[src/rtl/pkt_word_pkg.sv]
/*
 * Packet word format shared by the classifier datapath.
 * Defines the 8-byte word, its byte length and word offset,
 * and the structs carried on the ingress and egress sides.
 */

`default_nettype none

package pkt_word_pkg;

  // Eight bytes, byte i at bits 8i+7:8i
  typedef logic [63:0] word_data_t;

  // Index of the last valid byte on an EOP word
  typedef logic [2:0] byte_len_t;

  // Word index within a packet, SOP word is 0
  typedef logic [7:0] word_off_t;

  // Buffer tag width travels with the egress word
  typedef logic [15:0] buf_tag_t;

  // Word as presented at the input
  typedef struct packed {
    logic       sop;
    logic       eop;
    byte_len_t  length;
    word_data_t data;
  } in_word_t;

  // Forwarded word plus the classification result
  typedef struct packed {
    logic       sop;
    logic       eop;
    byte_len_t  length;
    word_data_t data;
    buf_tag_t   buffer;
  } out_word_t;

endpackage

`default_nettype wire

[src/rtl/match_cfg_pkg.sv]
/*
 * Match configuration types for the packet classifier.
 * Holds the packet type and its location, the symbol table
 * entries and the helper that expands an EOP length to a byte mask.
 */

`default_nettype none

package match_cfg_pkg;

  localparam int NUM_SYMBOLS       = 4;
  localparam int TYPE_BYTES        = 4;
  // Last start byte where the whole type fits in one word
  localparam int MAX_TYPE_BYTE_OFF = 4;

  // Type byte j expected at data byte offset+j
  typedef logic [8*TYPE_BYTES-1:0] pkt_type_t;
  typedef logic [2:0]              byte_off_t;
  typedef pkt_word_pkg::buf_tag_t  buffer_t;

  typedef struct packed {
    pkt_word_pkg::word_off_t word_off;
    byte_off_t               byte_off;
  } type_loc_t;

  typedef struct packed {
    logic                    valid;
    pkt_word_pkg::word_off_t word_off;
    logic [63:0]             value;
    buffer_t                 buffer;
  } sym_entry_t;

  typedef struct packed {
    pkt_type_t                    pkt_type;
    type_loc_t                    type_loc;
    sym_entry_t [NUM_SYMBOLS-1:0] symbols;
  } match_cfg_t;

  // Bytes 0 up to len are valid
  function automatic logic [7:0] len_to_byte_mask(pkt_word_pkg::byte_len_t len);
    logic [7:0] mask;
    for (int i = 0; i < 8; i++) begin
      mask[i] = (i <= int'(len));
    end
    return mask;
  endfunction

endpackage

`default_nettype wire

[src/rtl/pkt_ingress.sv]
/*
 * Input stage of the classifier.
 * Registers each incoming word and latches the match configuration
 * on SOP, so the next packet's operands are ready for its first word.
 */

`default_nettype none
`timescale 1ns/1ps

module pkt_ingress (
    input  logic                      clk_net
  , input  logic                      rst_net
  , input  logic                      in_vld
  , input  pkt_word_pkg::in_word_t    in_word
  , input  match_cfg_pkg::match_cfg_t cfg
  , output logic                      word_vld
  , output pkt_word_pkg::in_word_t    word
  , output match_cfg_pkg::match_cfg_t cfg_q
  , output logic                      pkt_start
);

  // SOP at the input, one cycle ahead of the registered word
  assign pkt_start = in_vld & in_word.sop;

  // Registered word valid
  always_ff @(posedge clk_net) begin
    if (rst_net) begin
      word_vld <= 1'b0;
    end else begin
      word_vld <= in_vld;
    end
  end

  // Payload only captured on valid cycles
  always_ff @(posedge clk_net) begin
    if (in_vld) begin
      word <= in_word;
    end
  end

  // Operands held for the whole packet
  always_ff @(posedge clk_net) begin
    if (pkt_start) begin
      cfg_q <= cfg;
    end
  end

endmodule

`default_nettype wire

[src/rtl/word_tracker.sv]
/*
 * Packet framing FSM.
 * Tracks whether a packet is open, accepts words belonging to a
 * packet, drops stray words seen while idle and counts word offsets.
 */

`default_nettype none
`timescale 1ns/1ps

module word_tracker (
    input  logic                    clk_net
  , input  logic                    rst_net
  , input  logic                    word_vld
  , input  pkt_word_pkg::in_word_t  word
  , input  logic                    pkt_start
  , output logic                    can_match
  , output logic                    eop_emit
  , output logic                    emit
  , output pkt_word_pkg::word_off_t word_off
);

  typedef enum logic [0:0] {
    IDLE      = 1'b0,
    IN_PACKET = 1'b1
  } state_t;

  state_t state_q;
  state_t state_d;
  logic   accept;

  // A new SOP opens a packet even mid-packet
  assign accept = word_vld & ((state_q == IN_PACKET) | word.sop);

  always_comb begin
    state_d = state_q;
    case (state_q)
      IDLE: begin
        // Stray body words are ignored here
        if (accept && !word.eop) begin
          state_d = IN_PACKET;
        end
      end
      IN_PACKET: begin
        if (accept && word.eop) begin
          state_d = IDLE;
        end
      end
      default: begin
        state_d = IDLE;
      end
    endcase
  end

  always_ff @(posedge clk_net) begin
    if (rst_net) begin
      state_q <= IDLE;
    end else begin
      state_q <= state_d;
    end
  end

  // Offset zeroed as the SOP enters, so it reads 0 on the SOP word
  always_ff @(posedge clk_net) begin
    if (rst_net) begin
      word_off <= '0;
    end else if (pkt_start) begin
      word_off <= '0;
    end else if (accept) begin
      word_off <= word_off + 8'd1;
    end
  end

  // Every accepted word carries payload worth matching
  assign can_match = accept;
  assign emit      = accept;
  assign eop_emit  = accept & word.eop;

  // The SOP word always starts at offset zero
  a_sop_offset_zero : assert property (@(posedge clk_net) disable iff (rst_net)
    (emit && word.sop) |-> (word_off == '0));

endmodule

`default_nettype wire

[src/rtl/type_matcher.sv]
/*
 * Packet type detector.
 * In the configured word, compares the type against each start
 * byte where it fits entirely, honouring the EOP byte length.
 */

`default_nettype none
`timescale 1ns/1ps

module type_matcher (
    input  logic                      word_vld
  , input  pkt_word_pkg::in_word_t    word
  , input  pkt_word_pkg::word_off_t   word_off
  , input  match_cfg_pkg::match_cfg_t cfg_q
  , output logic                      type_found
);

  import match_cfg_pkg::*;

  logic [7:0]                 valid_mask;
  logic                       in_type_word;
  logic                       off_in_range;
  logic [MAX_TYPE_BYTE_OFF:0] pos_hit;

  always_comb begin
    // Length only matters on the tail word
    valid_mask   = word.eop ? len_to_byte_mask(word.length) : 8'hff;
    in_type_word = (word_off == cfg_q.type_loc.word_off);
    // Type may not straddle words
    off_in_range = (cfg_q.type_loc.byte_off <= byte_off_t'(MAX_TYPE_BYTE_OFF));

    // One comparator per legal alignment
    for (int i = 0; i <= MAX_TYPE_BYTE_OFF; i++) begin
      pos_hit[i] = 1'b1;
      for (int j = 0; j < TYPE_BYTES; j++) begin
        pos_hit[i] &= valid_mask[i+j] &
                      (word.data[8*(i+j) +: 8] == cfg_q.pkt_type[8*j +: 8]);
      end
    end
  end

  // Select the configured alignment
  assign type_found = word_vld & in_type_word & off_in_range &
                      pos_hit[cfg_q.type_loc.byte_off];

endmodule

`default_nettype wire

[src/rtl/symbol_matcher.sv]
/*
 * Symbol table lookup.
 * Compares a full 8-byte word against every valid entry placed at
 * the current word offset; the highest matching index supplies the tag.
 */

`default_nettype none
`timescale 1ns/1ps

module symbol_matcher (
    input  logic                      word_vld
  , input  pkt_word_pkg::in_word_t    word
  , input  pkt_word_pkg::word_off_t   word_off
  , input  match_cfg_pkg::match_cfg_t cfg_q
  , output logic                      sym_found
  , output match_cfg_pkg::buffer_t    sym_buffer
);

  import match_cfg_pkg::*;

  logic full_word;
  logic any_hit;

  always_comb begin
    // Symbol needs all eight bytes
    full_word  = ~word.eop | (word.length == 3'd7);
    any_hit    = 1'b0;
    sym_buffer = '0;

    // Ascending scan, later hits overwrite earlier ones
    for (int i = 0; i < NUM_SYMBOLS; i++) begin
      if (cfg_q.symbols[i].valid &&
          (cfg_q.symbols[i].word_off == word_off) &&
          (cfg_q.symbols[i].value == word.data)) begin
        any_hit    = 1'b1;
        sym_buffer = cfg_q.symbols[i].buffer;
      end
    end
  end

  // Explicit flag since a zero tag is a legal entry value
  assign sym_found = word_vld & full_word & any_hit;

endmodule

`default_nettype wire

[src/rtl/match_accumulator.sv]
/*
 * Per-packet match state.
 * Collects type and symbol hits across the packet and builds the
 * egress word, attaching the buffer tag on EOP when both were seen.
 */

`default_nettype none
`timescale 1ns/1ps

module match_accumulator (
    input  logic                    clk_net
  , input  logic                    rst_net
  , input  logic                    pkt_start
  , input  logic                    can_match
  , input  logic                    emit
  , input  logic                    eop_emit
  , input  pkt_word_pkg::in_word_t  word
  , input  logic                    type_found
  , input  logic                    sym_found
  , input  match_cfg_pkg::buffer_t  sym_buffer
  , output logic                    push
  , output pkt_word_pkg::out_word_t push_word
);

  import match_cfg_pkg::*;

  typedef struct packed {
    logic    got_type;
    logic    got_symbol;
    buffer_t buffer;
  } match_state_t;

  match_state_t state_q;
  match_state_t state_now;

  // Retained state merged with this word's findings
  always_comb begin
    state_now = state_q;
    if (can_match && type_found) begin
      state_now.got_type = 1'b1;
    end
    // Most recent symbol hit wins
    if (can_match && sym_found) begin
      state_now.got_symbol = 1'b1;
      state_now.buffer     = sym_buffer;
    end
  end

  // Cleared as the next SOP enters the input register
  always_ff @(posedge clk_net) begin
    if (rst_net) begin
      state_q <= '0;
    end else if (pkt_start) begin
      state_q <= '0;
    end else if (can_match) begin
      state_q <= state_now;
    end
  end

  always_comb begin
    push_word.sop    = word.sop;
    push_word.eop    = word.eop;
    push_word.length = word.length;
    push_word.data   = word.data;
    // Tag only on the tail word and only with both hits
    push_word.buffer = '0;
    if (eop_emit && state_now.got_type && state_now.got_symbol) begin
      push_word.buffer = state_now.buffer;
    end
  end

  assign push = emit;

endmodule

`default_nettype wire

[src/rtl/egress_queue.sv]
/*
 * Output queue of the classifier.
 * Circular buffer of egress words; the head is offered over a
 * four-phase req/ack handshake. Pushes into a full queue are
 * dropped and raise a sticky overflow flag.
 */

`default_nettype none
`timescale 1ns/1ps

module egress_queue #(
  parameter int unsigned QUEUE_DEPTH = 16
) (
    input  logic                    clk_net
  , input  logic                    rst_net
  , input  logic                    push
  , input  pkt_word_pkg::out_word_t push_word
  , input  logic                    out_ack
  , output logic                    out_req
  , output pkt_word_pkg::out_word_t out_word
  , output logic                    overflow
);

  import pkt_word_pkg::*;

  localparam int unsigned PTR_W = $clog2(QUEUE_DEPTH);

  // Extra MSB tells full from empty
  typedef logic [PTR_W:0] q_ptr_t;

  out_word_t mem [QUEUE_DEPTH];
  q_ptr_t    wr_ptr;
  q_ptr_t    rd_ptr;
  logic      empty;
  logic      full;
  logic      wr_en;
  logic      pop;

  assign empty = (wr_ptr == rd_ptr);
  assign full  = (wr_ptr[PTR_W] != rd_ptr[PTR_W]) &&
                 (wr_ptr[PTR_W-1:0] == rd_ptr[PTR_W-1:0]);
  assign wr_en = push & ~full;
  // Ack seen while requesting completes phase 3
  assign pop   = out_req & out_ack;

  always_ff @(posedge clk_net) begin
    if (wr_en) begin
      mem[wr_ptr[PTR_W-1:0]] <= push_word;
    end
  end

  always_ff @(posedge clk_net) begin
    if (rst_net) begin
      wr_ptr <= '0;
      rd_ptr <= '0;
    end else begin
      if (wr_en) begin
        wr_ptr <= wr_ptr + 1'b1;
      end
      if (pop) begin
        rd_ptr <= rd_ptr + 1'b1;
      end
    end
  end

  // Request rises only once ack from the last word is gone
  always_ff @(posedge clk_net) begin
    if (rst_net) begin
      out_req <= 1'b0;
    end else if (pop) begin
      out_req <= 1'b0;
    end else if (!out_req && !out_ack && !empty) begin
      out_req <= 1'b1;
    end
  end

  // Sticky until reset
  always_ff @(posedge clk_net) begin
    if (rst_net) begin
      overflow <= 1'b0;
    end else if (push && full) begin
      overflow <= 1'b1;
    end
  end

  // Head of queue
  assign out_word = mem[rd_ptr[PTR_W-1:0]];

  a_word_stable : assert property (@(posedge clk_net) disable iff (rst_net)
    (out_req && !out_ack) |=> $stable(out_word));

  // Ack may only answer a pending request
  a_ack_after_req : assert property (@(posedge clk_net) disable iff (rst_net)
    $rose(out_ack) |-> out_req);

endmodule

`default_nettype wire

[src/rtl/pkt_classifier.sv]
/*
 * Packet classifier top level.
 * Connects the ingress register, framing and match logic and the
 * egress queue; QUEUE_DEPTH sets the number of words in flight.
 */

`default_nettype none
`timescale 1ns/1ps

module pkt_classifier #(
  parameter int unsigned QUEUE_DEPTH = 16
) (
    input  logic                      clk_net
  , input  logic                      rst_net
  , input  logic                      in_vld
  , input  pkt_word_pkg::in_word_t    in_word
  , input  match_cfg_pkg::match_cfg_t cfg
  , output logic                      out_req
  , output pkt_word_pkg::out_word_t   out_word
  , input  logic                      out_ack
  , output logic                      overflow
);

  import pkt_word_pkg::*;
  import match_cfg_pkg::*;

  // Registered input stage
  logic       word_vld;
  in_word_t   word;
  match_cfg_t cfg_q;
  logic       pkt_start;

  // Framing
  logic       can_match;
  logic       eop_emit;
  logic       emit;
  word_off_t  word_off;

  // Match results
  logic       type_found;
  logic       sym_found;
  buffer_t    sym_buffer;

  // Into the queue
  logic       push;
  out_word_t  push_word;

  pkt_ingress u_ingress (
    .clk_net, .rst_net, .in_vld, .in_word, .cfg,
    .word_vld, .word, .cfg_q, .pkt_start
  );

  word_tracker u_tracker (
    .clk_net, .rst_net, .word_vld, .word, .pkt_start,
    .can_match, .eop_emit, .emit, .word_off
  );

  type_matcher u_type (
    .word_vld, .word, .word_off, .cfg_q, .type_found
  );

  symbol_matcher u_symbol (
    .word_vld, .word, .word_off, .cfg_q, .sym_found, .sym_buffer
  );

  match_accumulator u_accum (
    .clk_net, .rst_net, .pkt_start, .can_match, .emit, .eop_emit, .word,
    .type_found, .sym_found, .sym_buffer, .push, .push_word
  );

  egress_queue #(.QUEUE_DEPTH(QUEUE_DEPTH)) u_queue (
    .clk_net, .rst_net, .push, .push_word, .out_ack,
    .out_req, .out_word, .overflow
  );

endmodule

`default_nettype wire

[config.mk]
export PLATFORM = sky130hd
export DESIGN_NAME = pkt_classifier
export DESIGN_NICKNAME = d
export VERILOG_FILES = /design/src/rtl/pkt_word_pkg.sv /design/src/rtl/match_cfg_pkg.sv /design/src/rtl/pkt_ingress.sv /design/src/rtl/word_tracker.sv /design/src/rtl/type_matcher.sv /design/src/rtl/symbol_matcher.sv /design/src/rtl/match_accumulator.sv /design/src/rtl/egress_queue.sv /design/src/rtl/pkt_classifier.sv
export SDC_FILE = /design/constraint.sdc
export NUM_CORES = 2
export LEC_CHECK = 0
export BUFFER_PORTS_ARGS = -buffer_cell sky130_fd_sc_hd__buf_2
export CORE_ASPECT_RATIO = 1.75
export CORE_MARGIN = 3
export CORE_UTILIZATION = 40
export DETAILED_ROUTE_END_ITERATION = 8
export PLACE_DENSITY = 0.64
export REMOVE_ABC_BUFFERS = 1
export SYNTH_ARGS = -nofsm -noshare
export SYNTH_HDL_FRONTEND = slang
export SYNTH_HIERARCHICAL = 1
export SYNTH_SLANG_ARGS = --single-unit
[constraint.sdc]
create_clock -name clk_net -period 25.7 [get_ports clk_net]
set_input_delay 7.71 -clock clk_net [delete_from_list [all_inputs] [get_ports clk_net]]
set_output_delay 7.71 -clock clk_net [all_outputs]
set_load 0.01 [all_outputs]
==> results.toml <==
[timing]
post-route-period-util_pct = 54.41
setup_viol = 0
fin_crit_ps = 13980
grt_setup_unrepaired = "false"
tightest_slew_ps = 1260
hold-worst-slack_ps = 474.2
max_clock_freq_mhz = 71.51
finalHoldViolCount = 0
slew-limit-headroom_pct = 16.00
maxSlewViolCount = 0
fin_worst_skew_ps = 78.84
setup_tns_ps = 0

[clock_network]
clk_latency_ps = 840
cts_buffers = 179
root_buffer = "clkbuf_16"
cts_tree = "yes"
clock_sinks = 1872
clk_pin_slew_ps = 60
post_cts_resized = 0
cts_setup_buffers = 0
max-clock-path-buffers = 4
hold_buffers = 0
htree_num_levels = 4

[synth]
avgSynthCellArea_um2 = 21.14
ys.flop_type = "edfxtp_1"
yosysUniqueCellTypes = 73
syn_inst = 3502
ys_ff_latch = 1872
yosysWarningCount = 6
ys_seq_area_share_pct = 75.34
async_flop_share_pct = 0
syn_area_um2 = 74030
synth_edf_count = 1828

[worst_setup_path]
critPathMaxFanout = 51
cp_data_arrival_time_ps = 6270
ff2ff_path_depth = 9
cp.required_ps = 17990
critical_path_class = "register to output port"
r2r_setup_slack_ps = 19040
crit_path_end_kind = "output port"
worst_setup_path_start_kind = "register"

[route]
drt-initial-drc-count = 3632
final_antenna_net_count = 0
drc = 0
wirelength_mm = 218.3
first_pass_iters = 5
wire_per_inst_um = 32.60
vias = 38020
vias_per_cell = 5.677

[grt]
first_global_vias = 39310
grt_max_degree = 163
grt_util_all_layers_pct = 22.65
grt_pass1_wl_mm = 303.2
antenna_found_initial = 22
globalRouteOverflowTotal = 0

[place]
hpwl_mm = 138.2
gp_routability_congestion = 0.9363
placed_cell_area_um2 = 79470
port_buffers = 558

[floorplanning]
die_w_um = 331.2
design.core.area_um2 = 183700
ios = 559
die_area_um2 = 190500
initial_utilization_pct = 40.29
die_y_um = 575.1
rows = 208

[pwr]
p_leak_nw = 26.85
powerDensity_nw_per_um2 = 75.66
ir_worst_vdd_mv = 0.06548

[cells_and_area]
drive_above_1_share_pct = 33.78
area_growth_pct = 15.15
num-fill-cells = 15460
final_area_um2 = 85240
fin_nets = 4610

[min_path]
worstHoldPathCells = 2
hold_path_class = "register to register"

[outcome]
outcome = "complete, no violations"

[job]
cap_violations = 0
==> cell families after synthesis <==
| family | after synthesis | share of synthesized area, % |
|---|---|---|
| buf+inv | 295 | 2.327 |
| xor+xnor | 395 | 4.673 |
| fa+ha+maj | 6 | 0.1014 |
| mux | 427 | 12.96 |
| compound gates | 181 | 2.025 |
| flops | 1872 | 75.34 |
| simple gates | 326 | 2.576 |
==> registers in the layout (all words and copies together) (netlist names), named ones only <==
register and count:
u_queue/mem 1360, u_ingress/cfg_q 399, u_ingress/word 69, u_accum/state_q 18, u_tracker/word_off 8, u_queue/rd_ptr 5
u_queue/wr_ptr 5, u_ingress/word_vld 1, u_queue/out_req 1, u_queue/overflow 1
==> per-stage QoR <==
| step | instances | power, mW | utilization (%) | setup slack, ps |
|---|---|---|---|---|
| finish | 6696 | 6.449 | 46.39 | 11720 |
| global route | 6682 | 6.641 | 46.38 | 11010 |
| CTS | 6681 | 6.501 | 46.37 | 11370 |
| detailed placement | 6366 | 3.896 | 43.25 | 12230 |
| global placement | 6366 | 3.888 | 43.25 | 12270 |
| floorplan | 3264 | 3.727 | - | 2969 |
==> cell type report <==
type                       count  area, µm²  share of cell area (%)
clock buffer                 219       4742                   5.563
timing repair buffer         687       3776                   4.430
sequential                  1872      55790                   65.45
tap                         2415       3022                   3.545
clock inverter                96      994.7                   1.167
antenna                       15      37.54                 0.04403
inverter                      57      214.0                  0.2510
multi-input combinational   1335      16670                   19.55
==> power by group <==
| group | internal [mW] | switching (mW) |
|---|---|---|
| registers | 3.43 | 0.0479 |
| logic | 0.130 | 0.225 |
| clock network | 1.49 | 1.13 |
| total | 5.04 | 1.41 |
==> worst max-delay path, stage by stage, from the launching register on <==
cell,delay (ps)
dfxtp_4,720
buf_4,790
buf_4,790
buf_4,830
buf_4,880
mux4_2,610
mux4_2,520
buf_2,170
==> path summary, 6_finish.rpt <==
check	start	to
hold / removal	u_queue/overflow$_SDFFE_PP0P_	u_queue/overflow$_SDFFE_PP0P_
hold reg to reg	u_queue/overflow$_SDFFE_PP0P_	u_queue/overflow$_SDFFE_PP0P_
setup reg to reg	u_ingress/word[62]$_DFFE_PP_	u_queue/mem[10][15]$_DFFE_PP_
setup / recovery	register	out_word[16]
==> layer usage <==
metal  vias to the layer above  track usage, %  wire length [µm]
met4                        10           9.931             10310
met2                      1919           37.31            106100
met1                     20080           28.52             82630
li1                      15530               -                 -
met5                         -               0                69
met3                       483           5.651             19180
==> synth_stat cells, types with 4 or more instances <==
cell type | number | area, µm²
nand2_1 | 33 | 123.9
nor4_1 | 56 | 350.3
nor2_1 | 25 | 93.84
buf_4 | 93 | 698.2
and4_1 | 9 | 78.83
o22ai_1 | 17 | 106.4
a21oi_1 | 28 | 140.1
dfxtp_1 | 44 | 880.8
o2111ai_1 | 14 | 122.6
clkbuf_1 | 76 | 285.3
o21ai_0 | 9 | 45.04
a221oi_1 | 4 | 35.03
ha_1 | 6 | 75.07
nor3_1 | 10 | 50.05
nand2b_1 | 37 | 231.5
inv_1 | 50 | 187.7
nand4_1 | 61 | 381.6
a211oi_2 | 13 | 162.7
edfxtp_1 | 1828 | 54890
xnor2_1 | 201 | 1760
a31oi_1 | 18 | 112.6
o22ai_2 | 10 | 125.1
and3_1 | 11 | 68.82
nand3_1 | 49 | 245.2
buf_2 | 29 | 145.1
buf_1 | 9 | 33.78
inv_2 | 7 | 26.28
mux4_2 | 425 | 9572
a2111oi_0 | 4 | 35.03
a22oi_1 | 7 | 52.55
nor2b_1 | 14 | 87.58
xor2_1 | 194 | 1699
a211oi_1 | 4 | 30.03
a21bo_1 | 16 | 160.2
buf_6 | 29 | 326.6
o221ai_1 | 4 | 35.03
==> cells in the final DEF, fill, tap and decap left out, types with 10 or more instances in the layout <==
master	count
inv_1	49
nor2_1	24
mux4_2	425
a31oi_1	17
clkbuf_16	181
clkinv_1	32
dfxtp_1	40
nand3_1	49
clkinv_2	22
o22ai_2	10
nand2_1	33
clkbuf_1	31
xor2_1	194
o22ai_1	17
nor2b_1	14
nand4_1	61
o2111ai_1	14
buf_4	129
a211oi_2	15
edfxtp_1	1828
buf_2	557
a21oi_1	26
xnor2_1	201
bufinv_16	17
a21bo_1	16
diode_2	15
nand2b_1	37
nor4_1	55
nor3_1	10
Power figures use the tool's default switching activity.
